File: config.mk
export PLATFORM = sky130hd
export DESIGN_NAME = rx_ring_ctrl
export DESIGN_NICKNAME = d
export VERILOG_FILES = /design/src/logic/rx_pkg.sv /design/src/logic/rx_ring_ctrl.sv
export SDC_FILE = /design/constraint.sdc
export NUM_CORES = 1
export LEC_CHECK = 0
export ABC_AREA = 1
export ABC_CLOCK_PERIOD_IN_PS = 3150
export BUFFER_PORTS_ARGS = -buffer_cell sky130_fd_sc_hd__buf_2
export CAP_MARGIN = 30
export CORE_MARGIN = 4
export CORE_UTILIZATION = 45
export DETAILED_ROUTE_END_ITERATION = 6
export PLACE_DENSITY = 0.86
export SYNTH_ARGS = -nofsm -noshare
export SYNTH_HDL_FRONTEND = slang
export SYNTH_SLANG_ARGS = --single-unit
File: constraint.sdc
create_clock -name aclk -period 3.15 [get_ports aclk]
set_input_delay 0.63 -clock aclk [delete_from_list [all_inputs] [get_ports aclk]]
set_output_delay 0.63 -clock aclk [all_outputs]
set_load 0.1 [all_outputs]
File: src/logic/rx_pkg.sv
package rx_pkg;

	localparam int DATA_W = 32;
	localparam int DESC_BYTES = 16;
	localparam int STAT_OFFSET = 8; // Status dword inside a descriptor

	typedef logic [63:0] host_addr_t;
	typedef logic [DATA_W-1:0] dword_t;
	typedef logic [DATA_W/8-1:0] strb_t;
	typedef logic [15:0] byte_cnt_t;
	typedef logic [15:0] ring_idx_t;
	typedef logic [7:0] burst_len_t; // Beats minus one

	typedef struct packed {
		logic en;
		logic [1:0] bsize; // 0: 2048 down to 3: 256 bytes
		logic [1:0] rdmts;
		host_addr_t rdba;
		host_addr_t buf_base;
		logic [12:0] rdlen; // Units of 8 descriptors
		logic [15:0] rdtr;
	} rx_cfg_t;

	typedef struct packed {
		dword_t data;
		strb_t keep;
		logic last;
	} mac_beat_t;

	typedef struct packed {
		host_addr_t addr;
		burst_len_t len;
	} wr_addr_t;

	typedef struct packed {
		dword_t data;
		strb_t strb;
		logic last;
	} wr_data_t;

	// from_buf low selects the status dword
	typedef struct packed {
		host_addr_t addr;
		byte_cnt_t bytes;
		logic from_buf;
	} wr_cmd_t;

	typedef enum logic [2:0] {ST_IDLE, ST_RECV, ST_DATA, ST_STAT, ST_ADV} rx_state_e;

endpackage

File: src/logic/rx_ring_ctrl.sv
module rx_ring_ctrl (
	input  logic aclk,
	input  logic arst_n_i,
	input  rx_pkg::rx_cfg_t cfg_i,
	input  rx_pkg::ring_idx_t rdh_i,
	input  rx_pkg::ring_idx_t rdt_i,
	input  logic rdh_set_i,
	input  logic rdt_set_i,
	input  logic adv_i,
	output logic slot_avail_o,
	output rx_pkg::ring_idx_t head_o,
	output logic rxdmt0_req_o
);
	import rx_pkg::*;

	ring_idx_t ring_size;
	ring_idx_t tail;
	ring_idx_t head_inc;
	ring_idx_t free_cnt;
	ring_idx_t min_thr;
	logic adv_q;

	assign ring_size = {cfg_i.rdlen, 3'b000};
	assign head_inc = head_o + 16'd1;
	assign free_cnt = (tail >= head_o) ? tail - head_o : tail + ring_size - head_o;
	assign min_thr = ring_size >> ({1'b0, cfg_i.rdmts} + 3'd1);
	assign slot_avail_o = (free_cnt != '0);

	always_ff @(posedge aclk or negedge arst_n_i)
	begin
		if (!arst_n_i)
		begin
			head_o <= '0;
			tail <= '0;
		end
		else
		begin
			if (rdh_set_i)
				head_o <= rdh_i;
			else if (adv_i)
				head_o <= (head_inc == ring_size) ? '0 : head_inc; // Wrap at ring end
			if (rdt_set_i)
				tail <= rdt_i;
		end
	end

	// Free count seen one cycle after the head moved
	always_ff @(posedge aclk or negedge arst_n_i)
	begin
		if (!arst_n_i)
		begin
			adv_q <= 1'b0;
			rxdmt0_req_o <= 1'b0;
		end
		else
		begin
			adv_q <= adv_i;
			rxdmt0_req_o <= adv_q && (free_cnt <= min_thr);
		end
	end

endmodule

# After elaboration in Yosys (flattened, before gate mapping)
# Index checks and enable logic that the tools add are counted.
[totals]
in_bits = 199
regBits = 34
wordCells = 20
[op_classes]
n_reduce_logical = 3
addsub = 5
n_mux = 4
order_cmp = 2
shifts = 1
n_eq_ne = 1
[op_table]
columns = ["op", "count"]
rows = [
  ["16-bit 2-to-1 mux", 4],
  ["16-bit subtractor", 2],
  ["16-bit by 1-bit adder with 16-bit output (second input constant)", 1],
  ["16-bit adder", 1],
  ["16-bit == test", 1],
  ["16-bit >= comparator", 1],
  ["16-bit less-or-equal comparator", 1],
  ["16-bit nonzero test", 1],
  ["16-bit by 3-bit right shift with 16-bit output", 1],
  ["2-bit by 1-bit adder with 3-bit output (second input constant)", 1],
  ["2-bit nonzero test", 1],
  ["1-bit logical AND", 1],
]

# Depth between registers and ports, before layout
[logic_depth]
depth_word = 5
depth_mapped = 25
ltp_nobuf = 25

# Worst setup path after synthesis
# OpenSTA, ideal clock, no wires.
[synth_path]
kind = "flip-flop to output port"
start = "register head_o[1]"
end = "output slot_avail_o"
setup_slack_ns = -1.160
path_stages_with_launch = 18
t_required_ns = 2.520
arrival_ns = 3.680
cell_sequence = "dfrtp_1 -> inv_1 -> ha_1 -> ha_1 -> inv_1 -> fa_1 -> inv_1 -> nand3_1 -> nand2_1 -> nand2_1 -> nand2_1 -> nand2_1 -> nand3_1 -> nand3_1 -> nand2_1 -> nand2_1 -> nor2_1 -> nand3_1"
[synth_between]
elab_chain_cells = 3
word_cells_on_any_way = 5
cone_classes = "2 x add/sub; 1 x order compare; 1 x mux; 1 x reduce/logical"
[synth_lines]
columns = ["element", "line_no", "source"]
rows = [
  ["start, declared", "rx_ring_ctrl.sv:11", "output rx_pkg::ring_idx_t head_o,"],
  ["start signal, assigned", "rx_ring_ctrl.sv:39", "head_o <= rdh_i;"],
  ["start signal, assigned", "rx_ring_ctrl.sv:41", "head_o <= (head_inc == ring_size) ? '0 : head_inc;"],
  ["16-bit subtractor or 16-bit >= comparator (tied branches)", "rx_ring_ctrl.sv:25", "assign free_cnt = (tail >= head_o) ? tail - head_o : tail + ring_size - head_o;"],
  ["16-bit 2-to-1 mux (*)", "rx_ring_ctrl.sv:25", ""],
  ["16-bit nonzero test (*)", "rx_ring_ctrl.sv:27", "assign slot_avail_o = (free_cnt != '0);"],
  ["end, declared", "rx_ring_ctrl.sv:10", "output logic slot_avail_o,"],
]
# Every way passes the cells marked *; elsewhere a longest branch is shown, timed or not.

# Final worst setup path
[layout_path]
start = "input cfg_i[17] (netlist bit)"
end = "output slot_avail_o"
[layout_between]
elab_chain_cells = 4
[layout_lines]
columns = ["element", "line_no", "source"]
rows = [
  ["start, declared", "rx_ring_ctrl.sv:4", "input rx_pkg::rx_cfg_t cfg_i,"],
  ["16-bit adder", "rx_ring_ctrl.sv:25", ""],
  ["16-bit subtractor", "rx_ring_ctrl.sv:25", ""],
  ["16-bit 2-to-1 mux", "rx_ring_ctrl.sv:25", ""],
  ["16-bit nonzero test", "rx_ring_ctrl.sv:27", ""],
]
# Every way passes these cells.

==> impl_metrics.toml <==
[clocking]
cts.reportedPaths.clkPinSlew_ns = 0.05
root_buffer = "clkbuf_16"
cts_inserted_buffers = 5
clock_latency_ns = 0.28
h-tree-depth = 2
hold_buffers = 0
cts_sinks = 34
clock_path_buffers = 2
cts_tree = "done"

[synthesis]
yosys_warnings = 0
ys_ff_latch = 34
synthCells = 863
synth_top_area_share_pct = 22.96
synthArstFlopShare_pct = 100.0
ys.flop_type = "dfrtp_1"
yosysMostFrequentCell = "nand2_1"
seq_area_frac_synth_pct = 16.79
synth.distinct_cells = 32
synthTopCellsByCount = "nand2_1 (310), inv_1 (163), nor2_1 (72)"
yosys.area.top_type = "nand2_1"
synth_edf_count = 0
syn_nets = 1123
syn_area_um2 = 5067
synth_area_leaders = "nand2_1 (23%), dfrtp_1 (17%), inv_1 (12%), ha_1 (11%), fa_1 (5.9%)"
avgSynthCellArea_um2 = 5.872

[grt]
grt_pass1_wl_mm = 27.97
grt_usage_pct = 26.66
antenna_found_initial = 0
grt.overflow.total = 0
grt_start_max_net_pins = 35
grt_pass1_vias = 6088

[timing]
rsz0062_at_grt = "true"
final_max_slew_viol_count = 0
clock_skew_ns = 0.004418
tightestPinTransition_ns = 0.8356
relSlewSlack_pct = 44.29
fin_crit_ns = 3.641
fin_crit_sh_pct = 115.6
fmax_mhz = 274.6
hold_viol = 0
finalSetupViolCount = 2
worst_slack_ns = -0.4911
final.setup.tns_ns = -0.9252

[cells_and_area]
fin_area_um2 = 7502
antenna_cells = 0
area_delta_synth_final_pct = 48.05
fin_nets = 1322
drive_above_1_share_pct = 36.59
final_util_pct = 68.60

[worst_setup_path]
crit_top_cell = "nand2_2"
cp-end-kind = "output port"
path_delay_family = "simple AND/OR/NAND/NOR gates"
crit_fanout = 5
crit_type = "in -> out"
path_cells = "buf_6 > inv_2 > fa_2 > inv_2 > ha_4 > nand2_2 > nand2_2 > inv_2 > nand2_4 > nand2_4 > nand2_4 > nand2_2 > nand2_2 > nand3_2 > nand2_1 > nor2_1 > nand2_1 > nor2_4 > nand3_4 > buf_12"
critPathSlowestCell = "fa_2"
required_ns = 2.52
cp_slowest_stage_delay_ns = 0.61
path_buf_inv = 5
cp.arrival_ns = 3.01
startpoint_type = "input port"

[detailed_routing]
ant_nets = 0
via_count = 6487
drtIter0Drc = 489
first_pass_iters = 5
drc = 0
routedWlPerCell_um = 15.19
via_per_inst = 5.392
wl_mm = 18.28

[floorplan]
fp.dieH_um = 114.1
start_util_pct = 46.34
io_pins = 217
dieArea_um2 = 13020
die_w_um = 114.1
rows = 38
coreArea_um2 = 10940

[placement]
port-buffer-count = 69
dpl.hpwl_mm = 13.56
place_congestion = 1.002
place_area_um2 = 6735

[status]
failed_checks = "negative setup slack"
outcome = "finished with violations"

[run]
drv_cap = 0

[power_and_ir_drop]
power.density_nw_per_um2 = 583.8
total_power_mw = 4.380
vdd_drop_max_mv = 0.5064
p_leak_nw = 4.060

[min_path]
hold_path.class = "in -> async"
==> path summary, 6_finish.rpt <==
path / start / endpoint / slack (ns) / depth (start not counted)
worst min-delay path: arst_n_i / tail[3] / 0.45 / 1
min in group aclk: adv_i / adv_q / 0.49 / 1
worst max-delay path: cfg_i[17] / slot_avail_o / -0.49 / 20
worst max register to register: head_o[4] / rxdmt0_req_o / -0.42 / 26
worst min register to register: adv_q / rxdmt0_req_o / 0.51 / 2
max in group asynchronous: arst_n_i / head_o[11] / 2.08 / 1
==> metal layers <==
layer	vias up	track usage, %	wire, um
met5	-	0	0
met1	2987	33.92	7409
li1	3099	-	-
met2	329	45.63	8694
met4	0	11.48	812
met3	72	3.066	1359
==> final cells by class <==
class                      instances  area, um2
clock buffer                       8      136.4
fill                             825       3433
inverter                         163      614.3
multi-input combinational        653       4245
sequential                        34      910.9
tap                              140      175.2
timing repair buffer             205       1420
==> cells by family (layout without fill, tap and decap cells) <==
kind of cell / count (synthesis) / in the layout / share of synthesized area (%)
multiplexers: 3 / 3 / 0.6420
buffers and inverters: 176 / 376 / 13.26
XOR/XNOR: 16 / 16 / 2.765
AO/OA/AOI/OAI: 94 / 94 / 10.20
adder cells (fa/ha/maj): 61 / 61 / 17.28
AND/OR/NAND/NOR: 479 / 479 / 39.06
flip-flops: 34 / 34 / 16.79
==> registers in the layout, indices dropped and copies added, names as in the netlist <==
name / flops
tail: 16
rxdmt0_req_o: 1
head_o: 16
adv_q: 1
==> worst reg2reg max path, cell delays in order, from the launching register on <==
cell and delay [ns]:
dfrtp_4 0.48, fa_2 0.58, inv_2 0.05, ha_4 0.30, nand2_2 0.05, nand2_2 0.08, inv_2 0.05, nand2_4 0.10
nand2_4 0.07, nand2_4 0.09, nand2_2 0.07, nand2_1 0.06, nand2_1 0.06, nand3_2 0.09, nand2_2 0.06, buf_4 0.13
buf_4 0.13, buf_4 0.12, buf_4 0.12, buf_4 0.12, buf_4 0.12, buf_4 0.12, buf_4 0.13, buf_4 0.13
buf_6 0.10, inv_2 0.03, nor2_1 0.03
==> report_power, final <==
part	internal, mW	switching, mW	leakage (nW)
sequential	0.497	0.0396	0.395
clock	0.294	0.185	0.0652
combinational	1.45	1.91	3.60
total	2.24	2.14	4.06
==> cells in the final DEF (no fill, tap or decap), types with 12 or more instances in the layout <==
| cell | n |
|---|---|
| nand2_1 | 263 |
| inv_1 | 129 |
| buf_4 | 129 |
| buf_2 | 66 |
| nor2_1 | 58 |
| nand3_1 | 47 |
| o21ai_0 | 43 |
| nand2_2 | 37 |
| inv_2 | 33 |
| ha_1 | 24 |
| ha_4 | 22 |
| dfrtp_1 | 18 |
| dfrtp_4 | 16 |
| a21oi_1 | 15 |
| a22oi_1 | 15 |
| nand4_1 | 12 |
==> metrics by stage <==
step / hold slack [ns] / std cells / setup slack [ns]
after global placement: 0.4892 / 1171 / -0.5862
after CTS: 0.4627 / 1196 / -0.4041
after detailed placement: 0.5037 / 1171 / -0.6524
after global routing: 0.4868 / 1203 / -0.6104
after floorplan: 0.3344 / 863 / -0.1367
final: 0.4537 / 1203 / -0.4911
==> repair_timing <==
| action | 4_1_cts | 5_1_grt |
|---|---|---|
| setup endpoints to repair | 2 | 2 |
| gates resized for setup | 73 | 62 |
| setup buffers | 22 | 7 |
| endpoints found under the hold margin | 0 | 0 |
| pin swaps | 50 | 56 |
Note: power is estimated with default switching activity, not from simulation.
