**src/logic/rx_pkg.sv**
```systemverilog
package rx_pkg;

	localparam int DATA_W = 32;
	localparam int DESC_BYTES = 16;
	localparam int STAT_OFFSET = 8; // Status dword inside a descriptor

	typedef logic [63:0] host_addr_t;
	typedef logic [DATA_W-1:0] dword_t;
	typedef logic [DATA_W/8-1:0] strb_t;
	typedef logic [15:0] byte_cnt_t;
	typedef logic [15:0] ring_idx_t;
	typedef logic [7:0] burst_len_t; // Beats minus one

	typedef struct packed {
		logic en;
		logic [1:0] bsize; // 0: 2048 down to 3: 256 bytes
		logic [1:0] rdmts;
		host_addr_t rdba;
		host_addr_t buf_base;
		logic [12:0] rdlen; // Units of 8 descriptors
		logic [15:0] rdtr;
	} rx_cfg_t;

	typedef struct packed {
		dword_t data;
		strb_t keep;
		logic last;
	} mac_beat_t;

	typedef struct packed {
		host_addr_t addr;
		burst_len_t len;
	} wr_addr_t;

	typedef struct packed {
		dword_t data;
		strb_t strb;
		logic last;
	} wr_data_t;

	// from_buf low selects the status dword
	typedef struct packed {
		host_addr_t addr;
		byte_cnt_t bytes;
		logic from_buf;
	} wr_cmd_t;

	typedef enum logic [2:0] {ST_IDLE, ST_RECV, ST_DATA, ST_STAT, ST_ADV} rx_state_e;

endpackage

```
**src/logic/rx_engine.sv**
```systemverilog
module rx_engine (
	input  logic aclk,
	input  logic arst_n_i,
	input  rx_pkg::rx_cfg_t cfg_i,
	input  logic slot_avail_i,
	input  rx_pkg::ring_idx_t head_i,
	output logic recv_en_o,
	input  logic frame_done_i,
	input  rx_pkg::byte_cnt_t frame_bytes_i,
	output rx_pkg::wr_cmd_t cmd_o,
	output logic cmd_valid_o,
	input  logic cmd_ready_i,
	output rx_pkg::dword_t stat_word_o,
	input  logic wr_done_i,
	output logic adv_o
);
	import rx_pkg::*;

	rx_state_e state;
	logic issued; // Command of this state accepted by the writer
	logic [3:0] bsize_sh;
	byte_cnt_t buf_bytes;
	byte_cnt_t wr_bytes;
	logic trunc;
	host_addr_t data_addr;
	host_addr_t stat_addr;

	// Buffer size is 2048 >> bsize
	assign bsize_sh = 4'd11 - {2'b00, cfg_i.bsize};
	assign buf_bytes = byte_cnt_t'(1) << bsize_sh;
	assign trunc = (frame_bytes_i > buf_bytes);
	assign wr_bytes = trunc ? buf_bytes : frame_bytes_i;
	assign data_addr = cfg_i.buf_base + (host_addr_t'(head_i) << bsize_sh);
	assign stat_addr = cfg_i.rdba + host_addr_t'(head_i) * DESC_BYTES + STAT_OFFSET;

	assign stat_word_o = {7'b0, trunc, 6'b0, 1'b1, 1'b1, wr_bytes}; // EOP and DD set

	assign recv_en_o = (state == ST_RECV);
	assign adv_o = (state == ST_ADV);
	assign cmd_valid_o = ((state == ST_DATA) || (state == ST_STAT)) && !issued;

	always_comb
	begin
		cmd_o.from_buf = (state == ST_DATA);
		cmd_o.addr = (state == ST_STAT) ? stat_addr : data_addr;
		cmd_o.bytes = (state == ST_STAT) ? byte_cnt_t'(DATA_W / 8) : wr_bytes;
	end

	always_ff @(posedge aclk or negedge arst_n_i)
	begin
		if (!arst_n_i)
		begin
			state <= ST_IDLE;
			issued <= 1'b0;
		end
		else
		begin
			case (state)
				ST_IDLE:
					if (cfg_i.en && slot_avail_i)
						state <= ST_RECV;
				ST_RECV:
					if (frame_done_i)
						state <= ST_DATA;
				ST_DATA, ST_STAT:
				begin
					if (cmd_valid_o && cmd_ready_i)
						issued <= 1'b1;
					if (wr_done_i)
					begin
						issued <= 1'b0;
						state <= (state == ST_DATA) ? ST_STAT : ST_ADV;
					end
				end
				ST_ADV:
					state <= ST_IDLE;
				default:
					state <= ST_IDLE;
			endcase
		end
	end

endmodule

```
**config.mk**
```make
export PLATFORM = sky130hd
export DESIGN_NAME = rx_engine
export DESIGN_NICKNAME = d
export VERILOG_FILES = /design/src/logic/rx_pkg.sv /design/src/logic/rx_engine.sv
export SDC_FILE = /design/constraint.sdc
export NUM_CORES = 1
export LEC_CHECK = 0
export BUFFER_PORTS_ARGS = -buffer_cell sky130_fd_sc_hd__buf_4
export CORE_ASPECT_RATIO = 0.9
export CORE_UTILIZATION = 35
export CTS_BUF_LIST = sky130_fd_sc_hd__clkbuf_4 sky130_fd_sc_hd__clkbuf_8
export CTS_CLUSTER_SIZE = 8
export DETAILED_ROUTE_END_ITERATION = 12
export PLACE_DENSITY = 0.78
export SYNTH_ARGS = -nofsm -noshare
export SYNTH_HDL_FRONTEND = slang
export SYNTH_SLANG_ARGS = --single-unit
export TNS_END_PERCENT = 100
```
**constraint.sdc**
```tcl
create_clock -name aclk -period 8.4 [get_ports aclk]
set_input_delay 1.68 -clock aclk [delete_from_list [all_inputs] [get_ports aclk]]
set_output_delay 1.68 -clock aclk [all_outputs]
set_load 0.01 [all_outputs]
```
# == After elaboration in Yosys (flattened, before gate mapping) ==
# Index checks and enable logic that the tools add are counted.
# Widths: inputs -> output; s select.
# op_classes
n_eq_ne,7
shifts,2
reduce_logical,10
magnitude_cmp,1
addsub,4
muxes,10
# ops
op,count
$add 64x20->64,1
$add 64x4->64 const B,1
$add 64x64->64,1
$mux 64,1
$shl 16x4->64,1
$mux 16,2
$gt 16x16->1,1
$shl 1x4->16 const A,1
$mux 3,4
$pmux 3 s3,1
$eq 3x2->1 const B,2
$ne 2x2->1 const B,2
$sub 4x2->4 const A,1
$eq 3x1->1 const B,1
$eq 3x3->1 const B,1
$logic_and 1x1->1,3
$logic_not 3->1,1
$reduce_and 3->1,1
$mux 1,2
$ne 2x1->1 const B,1
$reduce_and 2->1,1
$reduce_bool 2->1,1
$reduce_or 2->1,1
$logic_not 1->1,1
$logic_or 1x1->1,1
# word_totals
output_inout_bits,116
reg_bits,4
word_cells,36

# == Longest topological paths before layout ==
# Gate-level depths: netlist of run 1.
# logic_depth
word_depth,6
mapped_depth,16

# == Least setup slack after synthesis of run 1 ==
# Ideal clock, no wire load.
# synth_timing
kind,in2out
startpoint,in cfg_i[159] (netlist name)
endpoint,out cmd_o[70] (netlist name)
path_stages,13
arrival_ns,5.028
setup_slack_ns,1.692
path_buffers,2
cell_sequence,clkbuf_1 > clkbuf_1 > mux2i_1 > mux2i_1 > ha_1 > and4_1 > nand2_1 > or3b_1 > a31o_2 > a31oi_4 > nand4_4 > or3_1 > a31oi_1
# synth_rtl
element,line,rtl
"start, declared",rx_engine.sv:4,"input rx_pkg::rx_cfg_t cfg_i,"
"end, declared",rx_engine.sv:10,"output rx_pkg::wr_cmd_t cmd_o,"

==> flow_summary.yaml, run 1 <==
status:
  run_status: "completed"
critical_path:
  worst_setup_path_end_kind: "output pin"
  req_time_crit_path_ns: 6.72
  startpoint: "cfg_i[160]"
  critPathTopFamily: "compound AO/OA/AOI/OAI gates"
  stages_on_the_worst_setup_path: 15
  critPathMaxFanout: 23
  slowest_stage: "sky130_fd_sc_hd__o21a_1"
  startpoint_type: "input port"
  r2r_end: "state[0]"
  endpoint: "cmd_o[53]"
  criticalPathCategory: "in2out"
  critical_path.max_stage_delay_ns: 0.60
  reg2reg_setup_slack_ns: 7.10
  worst-r2r-cell-count: 2
  worst_path_most_repeated_cell: "sky130_fd_sc_hd__buf_4"
  critical_path.reg2reg.startpoint: "state[1]"
  cp_cell_sequence: "buf_4, nand2_1, nor2_1, ha_1, inv_1, fa_1, nor2b_1, o31ai_1, a211oi_1, o2111a_1, o21a_1, o2111ai_1, xor2_1, mux2i_1, buf_4"
  buffering_stage_count_on_the_worst_path_with_inverters_included: 3
  cp.arrival_ns: 5.38
cells_and_area:
  fill_cells: 1420
  final_cells: 1148
  count_of_antenna_diodes_in_the_layout: 0
  flow.area_growth_from_synthesis_pct: 40.2
  final_net_count: 1198
  post_route_cells_drive_above_1_share_pct: 29.8
clock_network:
  numClockSinks: 4
  cts_made_buffers: 3
  clock_tree.buffer_depth: 2
  post-cts-setup-buffers: 0
  tritoncts: "done"
  ctsHoldBuffers: 0
  clock_transition_at_the_registers_of_the_reported_paths_ns: 0.03
  htree_levels: 1
  cts_resized: 0
  clock_root_cell: "sky130_fd_sc_hd__clkbuf_8"
  clk_latency_ns: 0.22
logic_synthesis:
  avgSynthCellArea_um2: 6.98
  synth.yosys.seq_area_share_pct: 1.98
  yosys_most_used_dff: "sky130_fd_sc_hd__dfrtp_1"
  syn_area_um2: 5060
  synth_edf_count: 0
  synthCells: 726
  synthesis.yosys.warnings: 0
  synthArstFlopShare_pct: 100
  yosys_register_bits: 4
  yosys.cell_types.count: 62
grt:
  largest_net_degree_at_the_start_of_global_routing: 63
  wire_length_of_the_first_global_routing_pass_um: 28000
  global_route.usage.total_pct: 23.0
  grt_pass1_vias: 5615
  gr-total-overflow: 0
  antenna_found_initial: 0
drt:
  routed-wl-met2_um: 8730
  drc: 0
  avgViaCountPerCell: 5.42
  routed_wl_per_cell_um: 15.9
  routed-wl-met3_um: 1220
  metal_1_wl_um: 8200
  top_layer: "met4"
  postRouteWirelength_um: 18300
  ant_nets: 0
  number_of_vias_in_the_routed_layout: 6227
  pre_antenna_drt_iters: 5
  drtIter0Drc: 503
timing:
  setup_viol: 0
  hold_violations: 0
  rsz0062_at_grt: "false"
  fmaxAchievable_mhz: 142
  post-route-worst-setup-slack_ns: 1.34
  max_transition_viols_final: 0
  timing.hold.ws_ns: 0.541
  slew_headroom_pct: 22.2
  fin_tns_setup_ns: 0
  tightest_slew_ns: 1.17
  finalCritPeriodShare_pct: 84.0
  timing.clock.skew_ns: 0.00254
  finalCriticalPeriod_ns: 7.06
die:
  design.core.area_um2: 14100
  initial_util_pct: 36.0
  die_y_um: 116
  io-pin-count: 316
  die_width_um: 129
  die_area_um2: 15000
  row_count: 41
placed_design:
  placement.setup.worst_slack_ns: 1.35
  numPlacedInstances: 1145
  dpl.hpwl_um: 14700
  routabilityCongestion: 0.924
  numPortBuffers: 261
power_and_ir_drop:
  power.density_cell_area_nw_per_um2: 124
  p_total_w: 0.000879
  vdd_drop_max_mv: 0.245
  power.leakage_nw: 3.41
hold_path:
  worst_hold_path_type: "reg2reg"
run:
  max_cap_violations: 0
## layout by cell type (no fill, tap or decap), types with 5 or more instances in the layout
cell and count:
sky130_fd_sc_hd__nand2_1 59, sky130_fd_sc_hd__nand2b_1 6, sky130_fd_sc_hd__o2111ai_1 10, sky130_fd_sc_hd__xor2_1 63
sky130_fd_sc_hd__buf_4 264, sky130_fd_sc_hd__inv_1 17, sky130_fd_sc_hd__nand4_1 19, sky130_fd_sc_hd__nand3_1 25
sky130_fd_sc_hd__nor3_1 17, sky130_fd_sc_hd__a211oi_1 8, sky130_fd_sc_hd__o21a_1 11, sky130_fd_sc_hd__a21oi_1 39
sky130_fd_sc_hd__ha_1 39, sky130_fd_sc_hd__conb_1 23, sky130_fd_sc_hd__a21o_1 17, sky130_fd_sc_hd__mux2i_1 54
sky130_fd_sc_hd__and2_1 18, sky130_fd_sc_hd__o21ai_0 46, sky130_fd_sc_hd__mux2_2 5, sky130_fd_sc_hd__nor2_1 42
sky130_fd_sc_hd__and3_1 40, sky130_fd_sc_hd__a31oi_1 7, sky130_fd_sc_hd__o31a_1 5, sky130_fd_sc_hd__nor4_1 7
sky130_fd_sc_hd__or3_1 6, sky130_fd_sc_hd__xnor2_1 30, sky130_fd_sc_hd__nor2b_1 8, sky130_fd_sc_hd__o211ai_1 7
sky130_fd_sc_hd__and4_1 7
## worst reg2reg max path: cells and delay by family, from the launching register on
family,cells,cell delay (ns)
muxes,1,0.38
DFF,1,0.49
AOI/OAI and AO/OA,1,0.32
## stage by stage
step,utilization (%),instance area [µm²]
finish,50.5,7100
global route,50.5,7100
detailed placement,50.2,7060
floorplan,-,5140
CTS,50.5,7100
global placement,50.2,7060
## worst min-delay path by stage
stage               slack, ns  cells after the start  startpoint       end
floorplan                0.47                      1    state[2]  state[1]
global placement         0.52                      1    state[2]  state[1]
detailed placement       0.53                      1    state[2]  state[1]
CTS                      0.54                      2      issued    issued
global route             0.58                      1    state[2]  state[1]
finish                   0.54                      2      issued    issued
## final cells by class
class                   count  area [µm²]  share of cell area (%)
clock buffers               3        41.3                   0.581
inverters                  17        63.8                   0.899
multi-input cells         667        4670                    65.8
flip-flops and latches      4         100                    1.41
well taps                 193         241                    3.40
repair buffers            264        1980                    27.9
## flip-flops by register name (all words and copies together), names as in the netlist
register,flops
issued,1
state,3
## synthesized netlist by cell type (all sizes together), types with 5 or more instances
master / number / share of area (%)
and4: 7 / 1.2
ha: 39 / 9.6
o2111ai: 10 / 1.7
nor2: 42 / 3.1
nand4: 20 / 2.8
and2: 19 / 2.3
a31oi: 8 / 1.3
and3: 40 / 4.9
nand3: 26 / 2.7
o31a: 5 / 0.86
nor4: 7 / 0.86
or3: 6 / 0.74
nand2: 60 / 4.4
nor2b: 8 / 0.99
a21o: 17 / 2.5
xor2: 63 / 11
o21ai: 49 / 4.8
mux2: 5 / 1.1
xnor2: 30 / 5.2
clkbuf: 25 / 1.9
a211oi: 9 / 1.4
mux2i: 54 / 11
o21a: 11 / 1.6
buf: 34 / 4.6
inv: 17 / 1.3
o211ai: 7 / 1.0
nand2b: 6 / 0.74
nor3: 17 / 1.7
a21oi: 39 / 3.9
## cells by family (layout without fill, tap and decap cells)
logic type | Yosys count | in the layout | share of synthesized area [%]
AND/OR/NAND/NOR | 273 | 273 | 28.8
flip-flops | 4 | 4 | 1.98
multiplexers | 59 | 59 | 11.8
buffers and inverters | 76 | 284 | 7.71
XOR/XNOR | 93 | 93 | 16.1
adder cells (fa/ha/maj) | 41 | 41 | 10.4
other | 2 | 23 | 0.148
AO/OA/AOI/OAI | 178 | 178 | 23.1
## where the power goes
part            total, W  switching, W  internal (W)  leakage, nW
Combinational   0.000796      0.000420      0.000376         3.34
Sequential     0.0000431     0.0000154     0.0000277       0.0500
Clock          0.0000405    0.00000991     0.0000305       0.0216
Total           0.000879      0.000445      0.000434         3.41
## metal layers
layer / vias to the layer above / track usage (%)
met5: - / 0
li1: 3083 / -
met4: 0 / 3.06
met3: 14 / 2.11
met1: 2901 / 31.3
met2: 229 / 40.2
Power figures use the tool's default switching activity.
==> run 2, diff against run 1 <==
--- a/config.mk
+++ b/config.mk
@@ -11,7 +11,7 @@
 export CTS_BUF_LIST = sky130_fd_sc_hd__clkbuf_4 sky130_fd_sc_hd__clkbuf_8
 export CTS_CLUSTER_SIZE = 8
 export DETAILED_ROUTE_END_ITERATION = 12
-export PLACE_DENSITY = 0.78
+export PLACE_DENSITY = 0.8
 export SYNTH_ARGS = -nofsm -noshare
 export SYNTH_HDL_FRONTEND = slang
 export SYNTH_SLANG_ARGS = --single-unit
==> constraint.sdc (replaced) <==
create_clock -name aclk -period 5.69 [get_ports aclk]
set_input_delay 1.138 -clock aclk [delete_from_list [all_inputs] [get_ports aclk]]
set_output_delay 1.138 -clock aclk [all_outputs]
set_load 0.01 [all_outputs]
==> run 2 against run 1 <==
Effect of this change:
- design area rose by 1.4%
- final cell count rose by 0.87%
- global-route usage barely moved
- non-clock buffer count rose by 10
- sequential cell count did not move
- sequential power rose by 43%
- via count fell by 0.18%
==> flow_summary.yaml, run 2 (same netlist as run 1, synthesis figures left out) <==
drt:
  top_layer: "met4"
  ant_nets: 0
  routed-wl-met2_um: 8560
  drtIter0Drc: 471
  postRouteWirelength_um: 18300
  pre_antenna_drt_iters: 5
  number_of_vias_in_the_routed_layout: 6216
  drc: 0
  routed-wl-met3_um: 1220
  avgViaCountPerCell: 5.37
  routed_wl_per_cell_um: 15.8
  metal_1_wl_um: 8210
power_and_ir_drop:
  vdd_drop_max_mv: 0.253
  sequential_share_of_power_pct: 4.7
  power.leakage_nw: 3.46
  clkPwrFrac_pct: 4.7
  internal_power_w: 0.000647
  power.switching_fraction_pct: 50.6
  comb_power_share_pct: 90.6
  p_switching_w: 0.000663
  power.density_cell_area_nw_per_um2: 182
cells_and_area:
  largest_register: "state"
  largestRegisters: "state x3, issued x1"
  layout.cells.most_common_list: "273 x sky130_fd_sc_hd__buf_4, 63 x sky130_fd_sc_hd__xor2_1, 59 x sky130_fd_sc_hd__nand2_1, 54 x sky130_fd_sc_hd__mux2i_1, 46 x sky130_fd_sc_hd__o21ai_0"
  utilization_pct: 51.2
  postLayoutCellArea_um2: 7200
  largest_register_ff_count: 3
  flow.area_growth_from_synthesis_pct: 42.1
  post_route_cells_drive_above_1_share_pct: 30.8
  final_net_count: 1208
  final_common_cell: "sky130_fd_sc_hd__buf_4"
  count_of_antenna_diodes_in_the_layout: 0
timing:
  fmaxAchievable_mhz: 183
  max_transition_viols_final: 0
  timing.clock.skew_ns: 0.000388
  timing.hold.ws_ns: 0.528
  rsz0062_at_grt: "false"
  finalCritPeriodShare_pct: 96.3
  hold_violations: 0
  fin_tns_setup_ns: 0
  finalCriticalPeriod_ns: 5.48
  tightest_slew_ns: 1.16
  setup_viol: 0
  slew_headroom_pct: 22.6
critical_path:
  slowest_stage: "sky130_fd_sc_hd__or3b_1"
  cp.arrival_ns: 4.34
  critPathTopFamily: "compound AO/OA/AOI/OAI gates"
  startpoint_type: "input port"
  buffering_stage_count_on_the_worst_path_with_inverters_included: 3
  req_time_crit_path_ns: 4.55
  critical_path.max_stage_delay_ns: 0.41
  critPathMaxFanout: 15
  worst_setup_path_end_kind: "output pin"
  criticalPathCategory: "in2out"
  cp_cell_sequence: "buf_4, mux2_2, nand2_1, o21ai_0, ha_1, o21ai_0, o21ai_1, or3b_1, a31o_2, a31oi_4, buf_4, nand3_1, xor2_1, o21ai_0, buf_4"
placed_design:
  dpl.hpwl_um: 15000
  dpl_cell_area_um2: 7150
  routabilityCongestion: 0.911
  numPortBuffers: 261
die:
  die_y_um: 116
  die_area_um2: 15000
  row_count: 41
  die_width_um: 129
  initial_util_pct: 36.0
  design.core.area_um2: 14100
  io-pin-count: 316
clock_network:
  post-cts-setup-buffers: 0
  cts_resized: 0
  clk_latency_ns: 0.22
  clock_transition_at_the_registers_of_the_reported_paths_ns: 0.03
  cts_made_buffers: 3
  tritoncts: "done"
  numClockSinks: 4
  clock_root_cell: "sky130_fd_sc_hd__clkbuf_8"
  clock_tree.buffer_depth: 2
  ctsHoldBuffers: 0
  htree_levels: 1
grt:
  wire_length_of_the_first_global_routing_pass_um: 27900
  antenna_found_initial: 0
  gr-total-overflow: 0
  global_route.usage.total_pct: 22.9
  grt_pass1_vias: 5769
  largest_net_degree_at_the_start_of_global_routing: 38
run:
  max_cap_violations: 0
hold_path:
  worst_hold_path_type: "reg2reg"
status:
  run_status: "completed"
## run 2: power by group through the flow
stage	sequential (W)	clock (W)	combinational, W
after floorplan	0.0000451	0	0.000669
after global placement	0.0000608	0	0.00117
after detailed placement	0.0000620	0	0.00118
after CTS	0.0000616	0.0000611	0.00118
after global routing	0.0000653	0.0000630	0.00128
final	0.0000617	0.0000610	0.00119
## run 2: final cells by class
class	instances	area [µm²]
sequential	4	100
timing repair buffer	274	2070
inverter	17	63.8
tap	193	241
multi-input combinational	667	4680
fill	1399	6860
clock buffer	3	41.3
## run 2: worst min-delay path, cell delays in order (launching register included)
cell                      delay [ns]
sky130_fd_sc_hd__dfrtp_1        0.33
sky130_fd_sc_hd__a21oi_1        0.04
sky130_fd_sc_hd__a21oi_1        0.11
## run 2: metal layers
| layer | global-route usage, % | up-vias |
|---|---|---|
| li1 | - | 3103 |
| met1 | 30.0 | 2831 |
| met2 | 39.7 | 259 |
| met3 | 2.52 | 23 |
| met4 | 6.98 | 0 |
| met5 | 0 | - |
## run 2: path summary, 6_finish.rpt
| check | start | endpoint | slack, ns | cells past startpoint |
|---|---|---|---|---|
| worst min register to register | issued | issued | 0.53 | 2 |
| max in group asynchronous | arst_n_i | state[1] | 4.88 | 1 |
| worst min-delay path | issued | issued | 0.53 | 2 |
| min in group asynchronous | arst_n_i | state[2] | 0.71 | 1 |
| worst max register to register | state[1] | state[0] | 4.46 | 2 |
| worst max-delay path | cfg_i[159] | cmd_o[54] | 0.21 | 15 |
## run 2: stage by stage
| stage | total power (W) | worst slack [ns] | instances |
|---|---|---|---|
| after detailed placement | 0.00124 | 0.199 | 1155 |
| final | 0.00131 | 0.212 | 1158 |
| after global routing | 0.00141 | 0.00319 | 1158 |
| after floorplan | 0.000714 | 0.0659 | 747 |
| after CTS | 0.00131 | 0.150 | 1158 |
| after global placement | 0.00123 | 0.254 | 1155 |
