**config.mk**
```make
export PLATFORM = sky130hd
export DESIGN_NAME = rx_intr_timer
export DESIGN_NICKNAME = d
export VERILOG_FILES = /design/src/logic/rx_intr_timer.sv
export SDC_FILE = /design/constraint.sdc
export NUM_CORES = 1
export LEC_CHECK = 0
export BUFFER_PORTS_ARGS = -buffer_cell sky130_fd_sc_hd__buf_2
export CAP_MARGIN = 15
export CORE_MARGIN = 8
export CORE_UTILIZATION = 58
export DETAILED_ROUTE_END_ITERATION = 6
export GPL_ROUTABILITY_DRIVEN = 1
export PLACE_DENSITY_LB_ADDON = 0.08
export SYNTH_ARGS = -nofsm -noshare
export SYNTH_HDL_FRONTEND = slang
export SYNTH_SLANG_ARGS = --single-unit
```
**constraint.sdc**
```tcl
create_clock -name aclk -period 2.15 [get_ports aclk]
set_input_delay 0.215 -clock aclk [delete_from_list [all_inputs] [get_ports aclk]]
set_output_delay 0.215 -clock aclk [all_outputs]
set_load 0.02 [all_outputs]
```
**src/logic/rx_intr_timer.sv**
```systemverilog
module rx_intr_timer #(
	parameter int TICK_CYCLES = 128
)(
	input  logic aclk,
	input  logic arst_n_i,
	input  logic [15:0] rdtr_i,
	input  logic start_i,
	output logic rxt0_req_o
);

	localparam int PRE_W = $clog2(TICK_CYCLES + 1);

	logic armed;
	logic [PRE_W-1:0] pre_cnt; // Clocks within one delay unit
	logic [15:0] units;

	always_ff @(posedge aclk or negedge arst_n_i)
	begin
		if (!arst_n_i)
		begin
			armed <= 1'b0;
			pre_cnt <= '0;
			units <= '0;
			rxt0_req_o <= 1'b0;
		end
		else
		begin
			rxt0_req_o <= 1'b0;
			if (start_i)
			begin
				// Every head advance restarts the delay
				armed <= 1'b1;
				pre_cnt <= '0;
				units <= rdtr_i;
			end
			else if (armed)
			begin
				if (units == '0)
				begin
					armed <= 1'b0;
					rxt0_req_o <= 1'b1;
				end
				else if (pre_cnt == PRE_W'(TICK_CYCLES - 1))
				begin
					pre_cnt <= '0;
					units <= units - 16'd1;
				end
				else
					pre_cnt <= pre_cnt + 1'b1;
			end
		end
	end

endmodule

```
======== Word-level counts from Yosys, hierarchy flattened ========
Cells that the tools add are included.
storage, ports and cells
  flip-flop bits (word level) ............. 26
  word-level logic and storage cells ...... 27
  output and inout port bits .............. 1
operators by class
  equality and inequality tests ........... 2
  reductions and logical operators ........ 5
  $add $sub $neg .......................... 2
  mux-type cells .......................... 14
operators with widths
  cell                                                count
  two-way mux 16 bit                                  4
  two-way mux 8 bit                                   4
  zero test 16 bit                                    1
  subtractor 16 x 1 -> 16 bit, second input constant  1
  adder 8 x 1 -> 8 bit, second input constant         1
  == test 8 x 7 -> 1 bit, second input constant       1
  two-way mux 1 bit                                   6
  nonzero test 2 bit                                  2
  AND reduction 3 bit                                 1
  inequality test 2 bit, second input constant        1
  AND reduction 2 bit                                 1

======== Depth between registers and ports, before layout ========
Gate-level depths: netlist (run 1).
  depth after elaboration ................. 5
  depth in mapped cells ................... 8

======== Worst setup path after synthesis (run 1) ========
Ideal clock, no wire load.
  kind .................................... reg2reg
  start point ............................. register units[8]
  end point ............................... register units[14]
  path slack .............................. 209 ps
  path buffers ............................ 0
  data arrival time ....................... 1859 ps
  setup time .............................. 82 ps
  stages on the path, launching flop included .. 5
  path through ............................ dfrtp_1 -> or3_4 -> or4_4 -> or4_1 -> a31oi_1
on the way
  word-level cells in the longest chain between the ends .. 5
  elaborated cells between the ends (all ways) .. 8
  those cells by class .................... add/sub: 1; eq/ne: 1; mux: 4; reduce/logical: 2
RTL lines
  what                         RTL line  RTL
  start: declaration           15        logic [15:0] units;
  start signal: assignment     34        units <= rdtr_i;
  start signal: assignment     46        units <= units - 16'd1;
  subtractor 16 x 1 -> 16 bit  46
  two-way mux 16 bit           43        else if (pre_cnt == PRE_W'(TICK_CYCLES - 1))
  two-way mux 16 bit           38        if (units == '0)
  two-way mux 16 bit           36        else if (armed)
  two-way mux 16 bit           29        if (start_i)
Several ways; a longest one is shown, not always the timed one. The select of a mux whose other input is x is not followed.
A chain may end at the register's enable or synchronous reset.

======== Worst setup path after layout (run 1) ========
Ends and elaborated chain as after synthesis.

==> results.sh, run 1 <==
export IMPL_status="completed"
export IMPL_wl_per_cell_um=18.1
export IMPL_dieArea_sq_mm=0.00491
export IMPL_cap_violations=0
export IMPL_antenna_left=0
export IMPL_nets=239
export IMPL_power_density_mw_per_mm2=495
export IMPL_vias_per_cell=6.79
export IMPL_finalInstanceArea_sq_mm=0.00191
export IMPL_worst_slew_pin_slew_ns=0.643
export IMPL_drive_above_1_share_pct=19.4
export IMPL_diodes=0
export IMPL_firstDrtPassIters=4
export IMPL_grt_max_degree=38
export IMPL_die_h_um=70.1
export IMPL_cpLargestDelayFamily="simple AND/OR/NAND/NOR gates"
export IMPL_syn_num_nets=214
export IMPL_r2r_start="units[8]"
export IMPL_ys_ff_latch=26
export IMPL_placementRows=19
export IMPL_start_util_pct=61.5
export IMPL_core_region_area_sq_mm=0.00276
export IMPL_criticalPathCategory="flip-flop to flip-flop"
export IMPL_clk_pin_slew_worst_paths_ns=0.14
export IMPL_fin_skew_ns=0.00256
export IMPL_drt_total_wl_um=4470
export IMPL_postCtsSetupBuffers=0
export IMPL_numCtsBuffers=3
export IMPL_finalMaxSlewViolations=0
export IMPL_rsz0062_at_grt="no"
export IMPL_hold_viol=0
export IMPL_synth_edf_count=0
export IMPL_synth_area_per_cell_sq_um=8.78
export IMPL_critPathBufInv=0
export IMPL_power_mw=0.946
export IMPL_slowest_stage="or4_4"
export IMPL_dp_cells=243
export IMPL_crit_required_ns=2.41
export IMPL_postPlaceCellArea_sq_mm=0.00187
export IMPL_synth_area_sq_mm=0.00170
export IMPL_peakVddDrop_uv=439
export IMPL_crit_chain="or3_4 -> or4_4 -> or4_1 -> a31oi_1"
export IMPL_vias=1678
export IMPL_gp_congestion=0.938
export IMPL_cp_startpoint="units[8]"
export IMPL_p_leak_nw=0.746
export IMPL_synth_most_common_cell="dfrtp_1"
export IMPL_fill_cells=220
export IMPL_cts_sinks=26
export IMPL_clk_insertion_delay_late_ns=0.32
export IMPL_synth_common_cells="dfrtp_1 (26), nand3_1 (16), nor2_1 (14)"
export IMPL_finalHoldWorstSlack_ns=0.0893
export IMPL_numPortBuffers=19
export IMPL_syn2layout_area_growth_pct=12.6
export IMPL_drt_iter0_markers=183
export IMPL_stdcell_count=247
export IMPL_final_util_pct=69.2
export IMPL_cpPeakStageDelay_ns=0.53
export IMPL_slew_headroom_pct=57.1
export IMPL_overflow=0
export IMPL_min_path_type="input pin to flip-flop"
export IMPL_antenna_found_initial=0
export IMPL_fin_ws_ns=0.120
export IMPL_die_x_um=70.1
export IMPL_grt_pass1_vias=1678
export IMPL_grt_use_total_pct=18.2
export IMPL_synth_area_leaders="dfrtp_1 (38%), nand3_1 (4.7%), nand4_1 (4.1%), nor2_1 (3.1%), a31oi_1 (3.0%)"
export IMPL_syn_inst=193
export IMPL_min_period_over_period_pct=94.4
export IMPL_htree_num_levels=1
export IMPL_multi_input_area_sq_um=995
export IMPL_synthArstFlopShare_pct=100
export IMPL_drc=0
export IMPL_layout_area_seq_sq_um=651
export IMPL_synth_ff_type="dfrtp_1"
export IMPL_fmax_ghz=0.493
export IMPL_critPathLaunchType="flip-flop"
export IMPL_cp_max_fo=6
export IMPL_ys_seq_area_share_pct=38.4
export IMPL_yosysTopAreaCellShare_pct=38.4
export IMPL_pin_count=20
export IMPL_clockBufferDepth=2
export IMPL_crit_arrival_ns=2.29
export IMPL_hp_start="rdtr_i[2]"
export IMPL_root_buffer="clkbuf_4"
export IMPL_cp_end_kind="flip-flop"
export IMPL_synth_cell_types=48
export IMPL_dp_hpwl_um=3230
export IMPL_finalSetupViolCount=0
export IMPL_cts_tree="built"
export IMPL_min_period_ns=2.03
export IMPL_pre_cts_slack_ns=0.153
export IMPL_yosys_area_top_type="dfrtp_1"
export IMPL_final_setup_tns_ns=0
export IMPL_grt_first_pass_wirelength_um=7780
export IMPL_yosysWarnings=0
-- final cells by class --
class | count | area share, %
clock buffer | 3 | 1.18
multi-input combinational | 152 | 52.1
timing repair buffer | 31 | 9.83
tap | 31 | 2.03
sequential | 26 | 34.1
inverter | 4 | 0.786
-- tightest hold or removal path, cell delays in order --
cell,delay (ns)
buf_2,0.08
nand2_1,0.04
nand3_1,0.05
-- state kept, by name, indices dropped and copies added (netlist names) --
signal      cells
units          16
rxt0_req_o      1
pre_cnt         8
armed           1
-- power breakdown --
part | internal [mW] | switching (mW)
combinational | 0.0776 | 0.0867
sequential | 0.523 | 0.0511
clock | 0.0657 | 0.142
total | 0.666 | 0.280
-- worst paths after layout --
path                       cells after the start  slack (ns)         end
hold / removal                                 3        0.09    units[2]
setup / recovery                               4        0.12   units[14]
hold reg to reg                                2        0.61  pre_cnt[1]
max in group asynchronous                      2        1.36    units[0]
setup reg to reg                               4        0.12   units[14]
min in group asynchronous                      2        0.41   units[15]
-- kinds of logic (layout without fill, tap and decap cells) --
family | Yosys count | after routing | share of synthesized area, %
AOI/OAI and AO/OA | 45 | 45 | 18.5
adders and majority gates | 2 | 2 | 1.48
buffers and inverters | 15 | 38 | 3.47
DFF | 26 | 26 | 38.4
muxes | 2 | 2 | 1.33
and+or+nand+nor | 103 | 103 | 36.8
-- timing repair --
item,in CTS,in global routing
hold buffers,1,0
endpoints found under the hold margin,26,0
gates resized for setup,0,1
setup endpoints to repair,0,1
-- per-layer routing --
metal / track usage (%) / vias to the layer above / part of all wire (%)
li1: - / 812 / -
met1: 24.2 / 797 / 44
met2: 29.2 / 63 / 48
met3: 3.11 / 6 / 6.2
met4: 6.03 / 0 / 1.0
met5: 0 / - / 0
-- layout by cell type (no fill, tap or decap), drive strengths merged, types with 3 or more instances in the layout --
master	Yosys	layout
a21oi	5	5
a22o	3	3
a31oi	8	8
and4	3	3
buf	3	30
clkbuf	8	3
dfrtp	26	26
inv	3	3
nand2	10	10
nand3	16	16
nand4	11	11
nand4b	5	5
nor2	14	14
nor2b	6	6
nor3	6	6
nor3b	3	3
nor4	6	6
o211ai	3	3
o21ai	9	9
o311ai	3	3
or3	5	5
or4	7	7
Power figures use the tool's default switching activity.
==> run 2, diff against run 1 <==
--- a/config.mk
+++ b/config.mk
@@ -12,6 +12,7 @@
 export DETAILED_ROUTE_END_ITERATION = 6
 export GPL_ROUTABILITY_DRIVEN = 1
 export PLACE_DENSITY_LB_ADDON = 0.08
+export REMOVE_ABC_BUFFERS = 1
 export SYNTH_ARGS = -nofsm -noshare
 export SYNTH_HDL_FRONTEND = slang
 export SYNTH_SLANG_ARGS = --single-unit
==> run 2 against run 1 <==
  * Register-to-register slack got worse by 0.03 ns
  * Sequential share of layout area decreased by 0.48 points
  * Clock power increased by 64%
  * Global-route usage decreased by 0.43 points
  * Critical path depth unchanged
  * Maximum frequency decreased by 1.5%
  * Total power increased by 14%
  * Final cell count increased by 0.40%
  * Sequential cell count unchanged
==> results.sh, run 2 (synthesis gave the netlist of run 1 again) <==
export IMPL_status="completed"
export IMPL_finalSetupViolCount=0
export IMPL_syn2layout_area_growth_pct=14.2
export IMPL_hold_viol=0
export IMPL_final_util_pct=70.2
export IMPL_final_setup_tns_ns=0
export IMPL_grt_use_total_pct=17.8
export IMPL_dp_hpwl_um=3070
export IMPL_critPathBufInv=0
export IMPL_cp_end_kind="flip-flop"
export IMPL_cts_sinks=26
export IMPL_crit_required_ns=2.41
export IMPL_drive_above_1_share_pct=20.3
export IMPL_regMostFlops="units"
export IMPL_root_buffer="clkbuf_4"
export IMPL_diodes=0
export IMPL_r2r_start="units[8]"
export IMPL_start_util_pct=61.5
export IMPL_clk_pin_slew_worst_paths_ns=0.15
export IMPL_rsz0062_at_grt="no"
export IMPL_grt_max_degree=38
export IMPL_dieArea_sq_mm=0.00491
export IMPL_power_mw=1.08
export IMPL_antenna_left=0
export IMPL_cp_max_fo=6
export IMPL_power_density_mw_per_mm2=556
export IMPL_final_common_cell="dfrtp_1"
export IMPL_crit_chain="or3_4 -> or4_4 -> or4_1 -> a31oi_1"
export IMPL_cpPeakStageDelay_ns=0.54
export IMPL_multi_input_area_sq_um=992
export IMPL_nets=239
export IMPL_htree_num_levels=1
export IMPL_slowest_stage="or4_4"
export IMPL_critPathLaunchType="flip-flop"
export IMPL_grt_pass1_vias=1692
export IMPL_cts_tree="built"
export IMPL_vias=1684
export IMPL_clockBufferDepth=2
export IMPL_cap_violations=0
export IMPL_fin_skew_ns=0.00912
export IMPL_numPortBuffers=19
export IMPL_rr_worst_depth=4
export IMPL_cpLargestDelayFamily="simple AND/OR/NAND/NOR gates"
export IMPL_drc=0
export IMPL_clk_insertion_delay_late_ns=0.33
export IMPL_min_period_over_period_pct=95.9
export IMPL_hold_end="units[3]"
export IMPL_die_x_um=70.1
export IMPL_fill_cells=221
export IMPL_r2r_end="units[14]"
export IMPL_numCtsBuffers=3
export IMPL_crit_arrival_ns=2.32
export IMPL_drt_iter0_markers=121
export IMPL_p_leak_nw=0.759
export IMPL_antenna_found_initial=0
export IMPL_pin_count=20
export IMPL_min_period_ns=2.06
export IMPL_hp_start="rdtr_i[3]"
export IMPL_worst_slew_pin_slew_ns=0.616
export IMPL_min_path_type="input pin to flip-flop"
export IMPL_firstDrtPassIters=4
export IMPL_min_path_cells=3
export IMPL_overflow=0
export IMPL_postCtsSetupBuffers=0
export IMPL_drt_total_wl_um=4270
export IMPL_mostFrequentLayoutCells="dfrtp_1 (26), buf_2 (19), nand3_1 (16)"
export IMPL_placementRows=19
export IMPL_die_h_um=70.1
export IMPL_gp_congestion=0.938
export IMPL_core_region_area_sq_mm=0.00276
export IMPL_slew_headroom_pct=59.0
export IMPL_ff2ff_setup_slack_ns=0.09
export IMPL_peakVddDrop_uv=470
export IMPL_largest_reg_flops=16
export IMPL_criticalPathCategory="flip-flop to flip-flop"
export IMPL_fmax_ghz=0.485
export IMPL_layout_area_seq_sq_um=651
export IMPL_grt_first_pass_wirelength_um=7560
export IMPL_reg_largest_list="units (16), pre_cnt (8)"
export IMPL_vias_per_cell=6.79
export IMPL_finalMaxSlewViolations=0
export IMPL_wl_per_cell_um=17.2
## run 2: cell count changes in the layout (fill, tap and decap cells not counted), sizes merged
cell,previous run,this run
bufinv,0,1
## run 2: cell type report
| cell class | count | share of cell area, % |
|---|---|---|
| clock inverter | 1 | 1.55 |
| inverter | 4 | 0.775 |
| tap | 31 | 2.00 |
| multi-input combinational | 152 | 51.2 |
| sequential | 26 | 33.6 |
| timing repair buffer | 31 | 9.69 |
| clock buffer | 3 | 1.16 |
## run 2: worst max-delay path by stage
stage | startpoint | depth (start not counted) | end
3_3_place_gp | units[8] | 4 | units[14]
3_5_place_dp | units[8] | 4 | units[14]
5_1_grt | units[8] | 4 | units[14]
4_1_cts | units[8] | 4 | units[14]
2_1_floorplan | units[0] | 6 | units[8]
6_report | units[8] | 4 | units[14]
## run 2: what timing repair did
item	in CTS	in global routing
hold buffers	1	0
hold endpoints to repair	26	0
resized for setup	0	1
setup endpoints to repair	0	2
## run 2: power breakdown
group / switching, mW / total [mW] / leakage (nW) / internal (mW)
registers: 0.0498 / 0.573 / 0.315 / 0.523
logic: 0.0843 / 0.163 / 0.416 / 0.0784
clock network: 0.153 / 0.342 / 0.0279 / 0.189
total: 0.287 / 1.08 / 0.759 / 0.790
## run 2: routing by layer
layer	vias to the layer above	routed length, um	part of all wire (%)	global-route usage (%)
li1	812	-	-	-
met1	805	1870	44	22.0
met2	61	2060	48	29.7
met3	6	284	6.7	3.25
met4	0	44	1.0	7.14
met5	-	0	0	0
## run 2: worst reg2reg max path: cells and delay by family (launching register included)
kind            cells  cell delay (ns)
flops               1             0.46
simple gates        3             1.36
compound gates      1             0.17
## run 2: metrics by stage
stage	hold WS (ns)	setup slack, ns	instances	instance area (sq um)
final	0.0789	0.0880	248	1940
after global routing	0.0769	0.00594	248	1940
after CTS	0.0762	0.0962	248	1930
after detailed placement	0.246	0.135	243	1870
after global placement	0.238	0.174	243	1870
after floorplan	-0.0806	0.200	182	1650
==> run 3, diff against run 2 <==
==> constraint.sdc (replaced) <==
create_clock -name aclk -period 2.15 [get_ports aclk]
set_input_delay 0 -clock aclk [delete_from_list [all_inputs] [get_ports aclk]]
set_output_delay 0 -clock aclk [all_outputs]
set_load 0.02 [all_outputs]
==> run 3 against run 2 <==
  * Combinational power increased by 18%
  * Via count increased by 6.5%
  * Clock power decreased by 27%
  * Die area unchanged
  * Final cell count rose by 6.9%
  * Critical path type unchanged
  * Critical endpoint unchanged
  * Largest cell class unchanged
==> results.sh, run 3 (synthesis gave the netlist of run 1 again) <==
export IMPL_pin_count=20
export IMPL_grt_use_total_pct=18.5
export IMPL_finalSetupViolCount=0
export IMPL_r2r_start="units[8]"
export IMPL_rsz0062_at_grt="no"
export IMPL_drt_iter0_markers=156
export IMPL_worst_slew_pin_slew_ns=0.645
export IMPL_cp_max_fo=6
export IMPL_r2r_end="units[14]"
export IMPL_start_util_pct=61.5
export IMPL_fill_cells=214
export IMPL_core_region_area_sq_mm=0.00276
export IMPL_mostFrequentLayoutCells="dfrtp_1 (26), buf_2 (19), nand3_1 (16), dlygate4sd3_1 (16), nor2_1 (14)"
export IMPL_nets=256
export IMPL_clockBufferDepth=2
export IMPL_rr_worst_depth=4
export IMPL_finalMaxSlewViolations=0
export IMPL_power_density_mw_per_mm2=487
export IMPL_criticalPathCategory="flip-flop to flip-flop"
export IMPL_fmax_ghz=0.481
export IMPL_final_setup_tns_ns=0
export IMPL_grt_max_degree=38
export IMPL_antenna_left=0
export IMPL_min_period_ns=2.08
export IMPL_drc=0
export IMPL_gp_congestion=0.954
export IMPL_htree_num_levels=1
export IMPL_largest_reg_flops=16
export IMPL_hp_start="rdtr_i[11]"
export IMPL_overflow=0
export IMPL_grt_first_pass_wirelength_um=7840
export IMPL_firstDrtPassIters=4
export IMPL_layout_area_seq_sq_um=651
export IMPL_p_leak_nw=0.825
export IMPL_clk_pin_slew_worst_paths_ns=0.14
export IMPL_critPathLaunchType="flip-flop"
export IMPL_vias=1794
export IMPL_cp_end_kind="flip-flop"
export IMPL_reg_largest_list="units (16), pre_cnt (8)"
export IMPL_final_common_cell="dfrtp_1"
export IMPL_slew_headroom_pct=57.0
export IMPL_syn2layout_area_growth_pct=23.0
export IMPL_root_buffer="clkbuf_4"
export IMPL_crit_arrival_ns=2.33
export IMPL_dieArea_sq_mm=0.00491
export IMPL_drive_above_1_share_pct=19.7
export IMPL_grt_pass1_vias=1746
export IMPL_crit_required_ns=2.40
export IMPL_pre_cts_slack_ns=0.118
export IMPL_diodes=0
export IMPL_cts_sinks=26
export IMPL_ff2ff_setup_slack_ns=0.07
export IMPL_regMostFlops="units"
export IMPL_peakVddDrop_uv=381
export IMPL_hold_viol=0
export IMPL_fin_skew_ns=0.00620
export IMPL_drt_total_wl_um=4600
export IMPL_antenna_found_initial=0
export IMPL_wl_per_cell_um=17.4
export IMPL_fin_ws_ns=0.0699
export IMPL_placementRows=19
export IMPL_clk_insertion_delay_late_ns=0.32
export IMPL_cap_violations=0
export IMPL_vias_per_cell=6.77
export IMPL_numPortBuffers=19
export IMPL_dp_hpwl_um=3210
export IMPL_min_path_type="input pin to flip-flop"
export IMPL_die_x_um=70.1
export IMPL_endpoint="units[14]"
export IMPL_numCtsBuffers=3
export IMPL_die_h_um=70.1
export IMPL_multi_input_area_sq_um=992
export IMPL_min_period_over_period_pct=96.7
export IMPL_cts_tree="built"
export IMPL_status="completed"
export IMPL_postCtsSetupBuffers=0
export IMPL_cp_startpoint="units[8]"
run 3: changes by cell type in the layout (fill, tap and decap cells not counted):
| cell | delta |
|---|---|
| dlygate4sd3_1 | +15 |
| buf_4 | +2 |
| bufinv_16 | -1 |
| clkbuf_8 | +1 |
run 3: repair_timing:
action	CTS	global route
hold endpoints to repair	41	0
hold buffers	16	0
resized for setup	0	1
setup endpoints to repair	0	1
run 3: final cells by class:
| class | count | share of cell area, % |
|---|---|---|
| clock buffer | 4 | 1.74 |
| inverter | 4 | 0.720 |
| multi-input combinational | 152 | 47.6 |
| sequential | 26 | 31.2 |
| tap | 31 | 1.86 |
| timing repair buffer | 48 | 16.9 |
run 3: metal layers:
metal,up-vias,share of wire [%],track usage (%)
met2,77,49,31.3
met1,858,42,22.3
met4,0,2.5,8.26
met5,-,0,0
li1,841,-,-
met3,18,6.8,3.25
run 3: metrics by stage:
step                util [%]  hold WS (ns)  instances  area (sq um)  total power [mW]
floorplan                  -        -0.296        182          1650             0.666
global placement        68.3        0.0235        245          1880             0.732
detailed placement      68.3        0.0352        245          1880             0.744
CTS                     75.4        0.0276        265          2080              1.01
global route            75.6        0.0497        265          2090              1.06
finish                  75.6        0.0267        265          2090              1.02
run 3: critical path, stage by stage (launching register included):
cell and delay (ns):
dfrtp_1 0.46, or3_4 0.43, or4_4 0.54, or4_1 0.41, a31oi_1 0.17
run 3: worst min-delay path by stage:
stage                      endpoint  cells past startpoint
after CTS                 units[11]                      4
after floorplan               armed                      0
after global routing      units[11]                      4
after detailed placement      armed                      1
final                     units[11]                      4
after global placement        armed                      1
run 3: where the power goes:
part	switching (mW)	leakage, nW	internal, mW
Sequential	0.0497	0.315	0.523
Clock	0.148	0.0210	0.104
Combinational	0.0943	0.489	0.0982
